[config.mk]
export PLATFORM = sky130hd
export DESIGN_NAME = conv_frame_reader
export DESIGN_NICKNAME = d
export VERILOG_FILES = /design/src/hdl/pp_pkg.sv /design/src/hdl/conv_frame_reader.sv
export SDC_FILE = /design/constraint.sdc
export NUM_CORES = 1
export LEC_CHECK = 0
export BUFFER_PORTS_ARGS = -buffer_cell sky130_fd_sc_hd__buf_4
export CORE_MARGIN = 2
export CORE_UTILIZATION = 35
export CTS_BUF_LIST = sky130_fd_sc_hd__clkbuf_4
export CTS_CLUSTER_DIAMETER = 50
export DETAILED_ROUTE_END_ITERATION = 12
export PLACE_DENSITY_LB_ADDON = 0.15
export SYNTH_ARGS = -nofsm -noshare
export SYNTH_HDL_FRONTEND = slang
export SYNTH_SLANG_ARGS = --single-unit
[constraint.sdc]
create_clock -name i_clk_input -period 1.5 [get_ports i_clk_input]
set_input_delay 0.375 -clock i_clk_input [delete_from_list [all_inputs] [get_ports i_clk_input]]
set_output_delay 0.375 -clock i_clk_input [all_outputs]
set_load 0.005 [all_outputs]
[src/hdl/pp_pkg.sv]
// pixel staging package: bus widths plus the write beat and pixel stream structs
package pp_pkg;

  //////////////////////////////
  // widths
  //////////////////////////////

  localparam int DATA_W = 8;             // one pixel byte
  localparam int ADDR_W = 10;            // per-bank address
  localparam int DEPTH  = 1 << ADDR_W;   // words per bank, 1024

  //////////////////////////////
  // write side
  //////////////////////////////

  // incoming beat from the pixel source, 9 bits
  typedef struct packed {
    logic [DATA_W-1:0] data;  // pixel byte
    logic              vld;   // high one cycle per beat
  } pp_wr_s;

  //////////////////////////////
  // read side
  //////////////////////////////

  // outgoing pixel towards the conv engine, 11 bits
  typedef struct packed {
    logic [DATA_W-1:0] data;        // pixel byte from the read bank
    logic              vld;         // one pixel per cycle while high
    logic              last_col;    // last pixel of a row
    logic              last_frame;  // last pixel of the frame
  } pp_pix_s;

  // frame size is IMG_W * IMG_H and must fit in DEPTH
  // both banks share DATA_W / ADDR_W
  // no back-pressure on either side
  // strobes and levels only

endpackage

[src/hdl/conv_frame_reader.sv]
// raster sweep of the read bank into a pixel stream with row and frame markers
`timescale 1ns/1ns

module conv_frame_reader #(
  parameter int IMG_W = 8,  // pixels per row
  parameter int IMG_H = 4   // rows per frame
) (
  input  logic                      i_clk_input,  // system clock
  input  logic                      i_rst_n,      // sync reset, active low
  input  logic                      i_start,      // swap accepted, begin sweep
  input  logic [pp_pkg::DATA_W-1:0] i_rd_data,    // bank data, one cycle late
  output logic [pp_pkg::ADDR_W-1:0] o_rd_addr,    // raster address
  output logic                      o_busy,       // sweep or pipeline active
  output pp_pkg::pp_pix_s           o_pix         // pixel stream
);

  localparam int COL_W = (IMG_W > 1) ? $clog2(IMG_W) : 1;
  localparam int ROW_W = (IMG_H > 1) ? $clog2(IMG_H) : 1;

  //////////////////////////////
  // declarations
  //////////////////////////////

  logic [COL_W-1:0]          col_q;           // column of current address
  logic [ROW_W-1:0]          row_q;           // row of current address
  logic [pp_pkg::ADDR_W-1:0] addr_q;          // linear address, 0 when idle
  logic                      sweep_q;         // addresses 1..N-1 in flight
  logic                      act;             // address valid this cycle
  logic                      end_col;
  logic                      end_frame;
  logic                      s1_vld_q;        // lines up with sram dout
  logic                      s1_last_col_q;
  logic                      s1_last_frame_q;
  logic                      pix_vld_q;       // output stage
  logic                      pix_last_col_q;
  logic                      pix_last_frame_q;
  logic [pp_pkg::DATA_W-1:0] pix_data_q;

  assign act       = i_start | sweep_q;                        // addr 0 on start
  assign end_col   = (col_q == COL_W'(IMG_W - 1));
  assign end_frame = end_col & (row_q == ROW_W'(IMG_H - 1));

  //////////////////////////////
  // address generator
  //////////////////////////////

  always_ff @(posedge i_clk_input) begin
    if (!i_rst_n) begin
      sweep_q <= 1'b0;
      col_q   <= '0;
      row_q   <= '0;
      addr_q  <= '0;
    end else if (act) begin
      if (end_frame) begin
        sweep_q <= 1'b0;            // last address issued
        col_q   <= '0;
        row_q   <= '0;
        addr_q  <= '0;              // park at 0 for next start
      end else begin
        sweep_q <= 1'b1;
        addr_q  <= addr_q + 1'b1;   // raster order
        if (end_col) begin
          col_q <= '0;
          row_q <= row_q + 1'b1;    // wrap to next row
        end else begin
          col_q <= col_q + 1'b1;
        end
      end
    end
  end

  //////////////////////////////
  // marker pipeline
  //////////////////////////////

  always_ff @(posedge i_clk_input) begin
    if (!i_rst_n) begin
      s1_vld_q         <= 1'b0;
      s1_last_col_q    <= 1'b0;
      s1_last_frame_q  <= 1'b0;
      pix_vld_q        <= 1'b0;
      pix_last_col_q   <= 1'b0;
      pix_last_frame_q <= 1'b0;
    end else begin
      s1_vld_q         <= act;              // sram read happens this edge
      s1_last_col_q    <= act & end_col;
      s1_last_frame_q  <= act & end_frame;
      pix_vld_q        <= s1_vld_q;         // into output register
      pix_last_col_q   <= s1_last_col_q;
      pix_last_frame_q <= s1_last_frame_q;
    end
  end

  always_ff @(posedge i_clk_input) begin
    pix_data_q <= i_rd_data;  // payload, follows the flags
  end

  assign o_rd_addr = addr_q;
  assign o_busy    = act | s1_vld_q | pix_vld_q;  // drops after final pixel
  assign o_pix     = '{data:       pix_data_q,
                       vld:        pix_vld_q,
                       last_col:   pix_last_col_q,
                       last_frame: pix_last_frame_q};

endmodule

After elaboration in Yosys (flattened, before gate mapping)
Index checks and enable logic that the tools add are counted.
{"block": "totals", "regBits": 30, "in_bits": 11, "elab_cells": 30}
{"block": "op_classes", "add_sub_neg": 3, "n_eq_ne": 2, "mux": 6, "bitwise": 6, "reduce_logical": 2}
{"op": "10-bit by 1-bit adder with 10-bit output (second input constant)", "n": 1}
{"op": "10-bit two-way mux", "n": 1}
{"op": "3-bit two-way mux", "n": 2}
{"op": "2-bit two-way mux", "n": 2}
{"op": "3-bit by 1-bit adder with 3-bit output (second input constant)", "n": 1}
{"op": "1-bit bitwise AND", "n": 3}
{"op": "3-bit equality test (second input constant)", "n": 1}
{"op": "1-bit OR", "n": 3}
{"op": "2-bit by 1-bit adder with 2-bit output (second input constant)", "n": 1}
{"op": "2-bit equality test (second input constant)", "n": 1}
{"op": "2-bit AND reduction", "n": 1}
{"op": "2-bit nonzero test", "n": 1}
{"op": "1-bit two-way mux", "n": 1}

Longest topological paths before layout
Gate-level depths: netlist of the first run.
{"block": "logic_depth", "word_depth": 4, "mapped_depth": 5}

Worst setup path before layout of the first run
Ideal clock, no wire load.
{"block": "synth_path", "path_type": "input to output", "start": "input sweep_q", "end": "output o_busy", "t_arrival_ps": 1125, "path_slack_ps": 0, "stages": 4, "n_path_buf": 1, "path_cell_list": "dfxtp_1 or2_2 clkbuf_1 or3_1"}
{"block": "synth_between", "elab_chain_cells": 3}
{"element": "from (decl)", "line_no": "conv_frame_reader.sv:27", "source": "logic sweep_q;"}
{"element": "1-bit OR", "line_no": "conv_frame_reader.sv:39", "source": "assign act = i_start | sweep_q;"}
{"element": "1-bit OR (2 in series)", "line_no": "conv_frame_reader.sv:99", "source": "assign o_busy = act | s1_vld_q | pix_vld_q;"}
{"element": "to (decl)", "line_no": "conv_frame_reader.sv:13", "source": "output logic o_busy,"}
No other way between the ends.

Worst setup path after layout of the first run
Ends and elaborated chain as after synthesis.

==> run summary, run 1 <==
The clock transition at the registers of the reported paths is about 0.090 ns. The switching share of power is 23.1%. The DRC violation count after routing came out at 0.

The remaining global-route overflow is 0. The area share of the largest cell type after synthesis is 55.1%. The setup clock skew after layout came out at 0.00776 ns. Yosys mapped the design onto 28 distinct sky130hd cell types.

In this run the critical register-to-register path is launched from col_q[0]. The number of vias in the routed layout is 886. The largest net degree at the start of global routing came out at 14.

The run finished, with violations left. The fraction of synthesis flops using an asynchronous set or reset pin came out at 0%. The post-placement setup slack came out at -0.101 ns. STA classifies the critical path startpoint as a flop. The transition time at the pin with the least slew margin came out at 0.270 ns. The count of pins on the block boundary is 33. The cell type contributing the most total cell area after synthesis is dfxtp_1.

For this run, the detailed router's first-pass iteration total came to 4. The tree is rooted in a clkbuf_4. The number of cells on the worst hold path is 1. The count of synthesis-stage warnings from yosys is 0. The worst setup margin came out at -0.192 ns. The portion of the clock cycle consumed by the worst path in the final layout is 113%. dfxtp_1 is the most common cell in the netlist. The clock latency on the worst-skew pair came out at around 0.32 ns. The final max-slew violation count is 0. At the end of routability-driven placement, the weighted congestion stood at approximately 0.68. The die footprint is 3580 µm². The net count after synthesis came out at 121. The relative contribution of sequential cells to total power is 58.7%.

The worst slew slack as a fraction of its limit came out at 81.9%. The total track usage is 13.7%. The first-pass GRT wire length is 3.50 mm. The most used flip-flop cell after synthesis is dfxtp_1. The mapped cell area came out at roughly 1100 µm². The number of antenna violations at the first check in global routing is 0. The x dimension of the die came out at ~60 µm. The aggregate routed wire length came out at 2.13 mm.

In this run the most critical hold path is launched from i_rd_data[2]. The number of levels in the clock H-tree came out at 2. The logic depth of the worst register-to-register path is 5. The starting utilization of the core area is 36.3%. The kind of capture point of the worst setup path is an output port. The endpoint identified for the worst register-to-register timing path is row_q[0].

In the final design database the tool counted about 170 nets. The detail route stage leaves a number of antenna-violating nets equal to 0. Buffers placed on the I/O ports in this run total 32. Yosys attributes the largest share of cell area to dfxtp_1 (55%), ha_1 (5.7%), a21boi_0 (4.8%), nand2_1 (4.5%), o2111ai_4 (2.4%). The clock tree buffer depth came out at 2. The share of power burned in combinational logic is 9.6%. The number of vias per cell after detailed routing is 4.74.

After layout, the design draws a total of 0.00144 W. The area overhead of the layout relative to synthesis is 40.3%. The clock network power share came out at 31.6%. The maximum achievable frequency is 591 MHz. The shortest period the worst path allows is ~1.7 ns. In the final routed layout, each cell accounts on average for 11.4 µm. The final antenna diode count is 0. The static leakage is 0.673 nW.

The data required time at the worst endpoint is 1.12 ns. The cell-internal power is 0.00111 W. The arrival time at the worst endpoint is 1.32 ns. The largest fanout on the critical path is 2. The synthesized netlist cell count came out at 105. After synthesis, the most frequently instantiated cells are dfxtp_1 (30), nand2_1 (13), a21boi_0 (7). The max-capacitance violation count came out at 0.

The sink of the worst hold path is pix_data_q[2]. The worst min-delay path class is input pin to flop. The final count of hold timing violations came out at 0. The number of synthesized flops with an enable pin is 0.

The TritonCTS clock tree is built. After clock tree synthesis, the flow added hold-fix buffers numbering 0. The share of post-route cells with drive strength above 1 is 42.2%.

The detailed router finished its first iteration with 21 violations. The power per cell area is 940 nW/µm². By startpoint and endpoint, the worst setup path is classified as flop to output port. The setup-violating endpoint count in the final report came out at 1. IR analysis of the VDD net gives a maximum drop of 0.469 mV. The setup slack of the worst register-to-register path is roughly 0.050 ns. The number of CTS-inserted buffers came out at 5. Setup repair after global routing could not meet its margin everywhere. The layout has 285 filler cells. The total of flip-flops plus latches after synthesis came out at 30.

The detailed placement HPWL came out at 1.58 mm. The mean cell area of the mapped netlist came out at a little over 10 µm². The proportion of synthesized chip area in sequential cells came out at a little under three fifths. The die span in y came out at 59.8 µm. The checks that failed: negative setup slack. The switching power total is 0.000332 W. The number of sinks handled by clock tree synthesis is 30. The number of placement rows came out at 20. The via count of the first global-routing pass came out at 792. The area inside the core boundary came out at 3000 µm².
final cells by class:
type,count,area [µm²],share of cell area [%]
multi-input cells,68,459,30.0
well taps,33,41.3,2.70
inverters,2,7.51,0.491
clock inverters,2,8.76,0.573
flip-flops and latches,30,606,39.6
clock buffers,6,45.0,2.95
repair buffers,46,362,23.6
registers in the layout (all words and copies together), names as in the netlist, 2 cells and up:
signal      cells
col_q           3
o_rd_addr      10
pix_data_q      8
row_q           2
how the worst max path moves through the flow:
stage	start	to	slack, ns	cells past startpoint
after floorplan	sweep_q	o_busy	0.02	3
after global placement	i_start	o_busy	-0.1	4
after detailed placement	i_start	o_busy	-0.10	4
after CTS	sweep_q	o_busy	-0.27	3
after global routing	sweep_q	o_busy	-0.24	3
final	sweep_q	o_busy	-0.19	3
cells in the final DEF (no fill, tap or decap), types with 2 or more instances in the layout:
cell type | synthesis | layout
a21boi_0 | 7 | 6
a21oi_1 | 5 | 5
and2_1 | 3 | 3
buf_4 | 3 | 44
clkbuf_4 | 0 | 6
dfxtp_1 | 30 | 26
dfxtp_2 | 0 | 4
ha_1 | 5 | 5
inv_1 | 2 | 2
nand2_1 | 13 | 13
nand3_1 | 3 | 3
nor2_1 | 5 | 5
o21ai_0 | 5 | 4
o21ai_1 | 1 | 2
o31ai_1 | 2 | 2
or3_1 | 3 | 2
or3_2 | 2 | 2
xor2_1 | 3 | 3
metal layers:
layer | part of all wire, % | wire [µm] | vias up | GRT usage, %
li1 | - | - | 460 | -
met1 | 42 | 899 | 394 | 14.5
met2 | 47 | 998 | 27 | 22.2
met3 | 9.1 | 194 | 5 | 7.36
met4 | 1.9 | 40 | 0 | 6.67
met5 | 0 | 0 | - | 0
power groups by stage:
stage / registers (W) / clock network [W] / logic [W]
detailed placement: 0.000862 / 0 / 0.000132
CTS: 0.000842 / 0.000480 / 0.000138
global route: 0.000848 / 0.000520 / 0.000156
floorplan: 0.000865 / 0 / 0.0000436
finish: 0.000844 / 0.000455 / 0.000139
global placement: 0.000861 / 0 / 0.000129
worst max-delay path: stages, from the launching register on:
cell and delay, ns:
dfxtp_2 0.33, or2_4 0.22, or3_4 0.33, buf_6 0.12
stage by stage:
step	utilization (%)	hold slack (ns)	std cells	TNS, ns	instance area (µm²)
after floorplan	-	0.403	105	0	1090
after global placement	48.1	0.419	177	-0.0979	1440
after detailed placement	48.1	0.420	177	-0.167	1440
after CTS	50.2	0.130	186	-0.271	1510
after global routing	50.9	0.123	187	-0.247	1530
final	50.9	0.146	187	-0.192	1530
kinds of logic (layout without fill, tap and decap cells):
family	Yosys count	count (layout)	synth area share, %
simple gates	36	36	17.3
flops	30	30	55.1
compound gates	24	24	16.0
buf+inv	7	56	3.44
fa+ha+maj	5	5	5.74
xor+xnor	3	3	2.41
what timing repair did:
action,CTS,global route
buffers inserted,1,1
pin swaps,2,3
hold endpoints to repair,0,0
endpoints found under the setup margin,2,5
resized for setup,4,5
Note: power is estimated with default switching activity, not from simulation.
==> run 2, diff against run 1 <==
--- a/config.mk
+++ b/config.mk
@@ -12,6 +12,7 @@
 export CTS_CLUSTER_DIAMETER = 50
 export DETAILED_ROUTE_END_ITERATION = 12
 export PLACE_DENSITY_LB_ADDON = 0.15
+export REMOVE_ABC_BUFFERS = 1
 export SYNTH_ARGS = -nofsm -noshare
 export SYNTH_HDL_FRONTEND = slang
 export SYNTH_SLANG_ARGS = --single-unit
==> constraint.sdc (replaced) <==
create_clock -name i_clk_input -period 1.55 [get_ports i_clk_input]
set_input_delay 0.3875 -clock i_clk_input [delete_from_list [all_inputs] [get_ports i_clk_input]]
set_output_delay 0.3875 -clock i_clk_input [all_outputs]
set_load 0.005 [all_outputs]
==> run summary, run 2 (same netlist as run 1, synthesis figures left out) <==
Setup repair after global routing could not meet its margin everywhere. The number of CTS-inserted buffers is 5. The flip-flop count of the largest register, all copies and words added is 10. The transition time at the pin with the least slew margin came out at a little under 0.4 ns. The first-pass iteration count of the detailed router is 4. The total track usage is a little over an eighth. The share of post-route cells with drive strength above 1 is 44.1%. The total placed instance area is 1420 µm². The remaining global-route overflow is 0.

The quantity of hold-fixing buffers added after cts came out at 0. The largest fanout on the critical path came out at 2. The final reports fail on negative setup slack. The data required time at the worst endpoint is 1.16 ns. The setup-violating endpoint count in the final report came out at 1.

Entering global routing, the biggest net connects 14 pins. The clock transition at the registers of the reported paths came out at roughly 0.090 ns. The switching power total is approximately 0.00031 W. The clock network power share is 31.5%. Static timing analysis puts the maximum clock frequency at 590 MHz. The final count of hold timing violations is 0. During I/O placement, the number of pins put on the boundary was 33. The maximum VDD drop is approximately 0.43 mV. The number of placed instances, taps included, is around 180.

After detailed routing, the number of remaining DRC violations is 0. The count of buffers inserted at the top-level ports came out at 32. The area inside the core boundary came out at 3000 µm².

The floorplan step defined a die boundary enclosing about 3600 µm². The die span in y is around 60 µm. After layout, the worst path uses 109% of the clock period. The worst min-delay path class is input pin to flop. The number of antenna violations at the first check in global routing came to 0. The summed area of non-filler cells in the final layout came out at 1510 µm². The number of sinks handled by clock tree synthesis came out at 30. The first-pass GRT wire length is 3.54 mm. The flow ran to the end, but the final reports show violations. In this run the horizontal extent of the chip is 59.8 µm. The average detailed-routed wire length per instance came out at 11.5 µm. The sort of element at the start of the critical path is a flop.

The kind of critical path is flop to output port. The number of antenna-violating nets in the routed design came out at 0. Of the total power, the share spent switching nets is 22.8%.

The analysis attributes to cell leakage a power of roughly 0.66 nW. The number of levels in the clock H-tree is 2. The arrival time at the worst endpoint is 1.31 ns. The wire-length estimate of the detail-placed layout is about 1.6 mm.

The detailed router finished its first iteration with 20 violations. The final max-slew violation count came out at 0. Power spread over the standard cell area amounts to around 910 nW/µm². The initial utilization of the core area, before any placement, comes to 36.3%. The final route contains 903 vias. The tree is rooted in a clkbuf_4.

The final antenna diode count came out at 0. The area overhead of the layout relative to synthesis came out at 38.8%. Headroom to the max-slew limit came out at 74.0%. The via count of the first global-routing pass came out at 866.

TritonCTS built the clock tree. Sequential cells account for 59.4% of the total power. Dividing the detail-routed via count by the number of cells gives 4.88. The aggregate routed wire length is about 2.1 mm. The tool flagged a number of max-cap violations equal to 0. The kind of capture point of the worst setup path is an output port. The share of power burned in combinational logic came out at 9.1%.

The final cell count without fillers came out at 185. The setup clock skew after layout is 0.0109 ns. The cell-internal power came out at 0.00106 W. After layout, the worst setup slack is -0.144 ns. Routability-driven placement finished with a final weighted congestion of 0.647. The clock latency on the worst-skew pair came out at 0.32 ns. After the last flow step, the layout net total stands at 167. The number of placement rows came out at 20.

The library cell used most frequently in the layout, excluding fill and tap cells, is buf_4. Counting I/O delays and the setup requirement, the final critical path takes 1.69 ns. The clock tree buffer depth is 2. The library cells used most frequently in the layout, excluding fill and tap cells, are buf_4 (43), dfxtp_1 (26), nand2_1 (12), a21boi_0 (7), clkbuf_4 (6).
==> run 2: cell types whose count changed in the layout (fill, tap and decap cells not counted) <==
cell and change:
buf_12 -1, nand2_2 +1, ha_1 -2, ha_2 +2, o21ai_2 +1, nand2_1 -1, o21ai_1 -1, a21boi_0 +1
a21boi_1 -1, buf_4 -1
==> run 2: repair_timing <==
action                     in CTS  in global routing
pin swaps                       2                  1
resized for setup               3                  9
buffers inserted                1                  0
setup endpoints to repair       2                 11
==> run 2: path summary, 6_finish.rpt <==
kind,end,cells past startpoint,from,slack [ns]
setup / recovery,o_busy,3,sweep_q,-0.14
hold / removal,pix_data_q[5],1,i_rd_data[5],0.17
setup reg to reg,o_rd_addr[9],5,sweep_q,0.06
hold reg to reg,pix_last_frame_q,1,s1_last_frame_q,0.44
==> run 2: per-stage QoR <==
stage	hold slack [ns]	utilization, %	worst slack, ns	setup TNS [ns]	total power (W)
5_1_grt	0.138	50.4	-0.195	-0.195	0.00147
4_1_cts	0.152	49.6	-0.224	-0.224	0.00141
2_1_floorplan	0.412	-	0.0790	0	0.000874
3_5_place_dp	0.425	47.4	-0.0801	-0.0882	0.000953
3_3_place_gp	0.418	47.4	-0.0751	-0.0751	0.000949
6_report	0.166	50.4	-0.144	-0.144	0.00138
==> run 2: worst max-delay path, stage by stage (launching register included) <==
cell and delay, ns:
dfxtp_2 0.33, or2_4 0.23, or3_4 0.33, buf_6 0.12
==> run 2: layer usage <==
layer / share of wire, % / track usage, % / up-vias
met3: 5.3 / 4.55 / 6
met4: 1.9 / 6.67 / 0
met5: 0 / 0 / -
met2: 50 / 23.9 / 25
li1: - / - / 457
met1: 43 / 14.0 / 415
==> run 2: cell type report <==
type                       instances  area, µm²
fill                             316       1490
sequential                        30        606
multi-input combinational         68        470
timing repair buffer              44        334
clock buffer                       6       45.0
tap                               33       41.3
clock inverter                     2       8.76
inverter                           2       7.51
==> run 2: power groups by stage <==
| stage | registers [W] | logic (W) | clock network, W |
|---|---|---|---|
| 2_1_floorplan | 0.000837 | 0.0000366 | 0 |
| 3_3_place_gp | 0.000833 | 0.000116 | 0 |
| 3_5_place_dp | 0.000835 | 0.000118 | 0 |
| 4_1_cts | 0.000817 | 0.000123 | 0.000465 |
| 5_1_grt | 0.000823 | 0.000141 | 0.000505 |
| 6_report | 0.000818 | 0.000126 | 0.000434 |
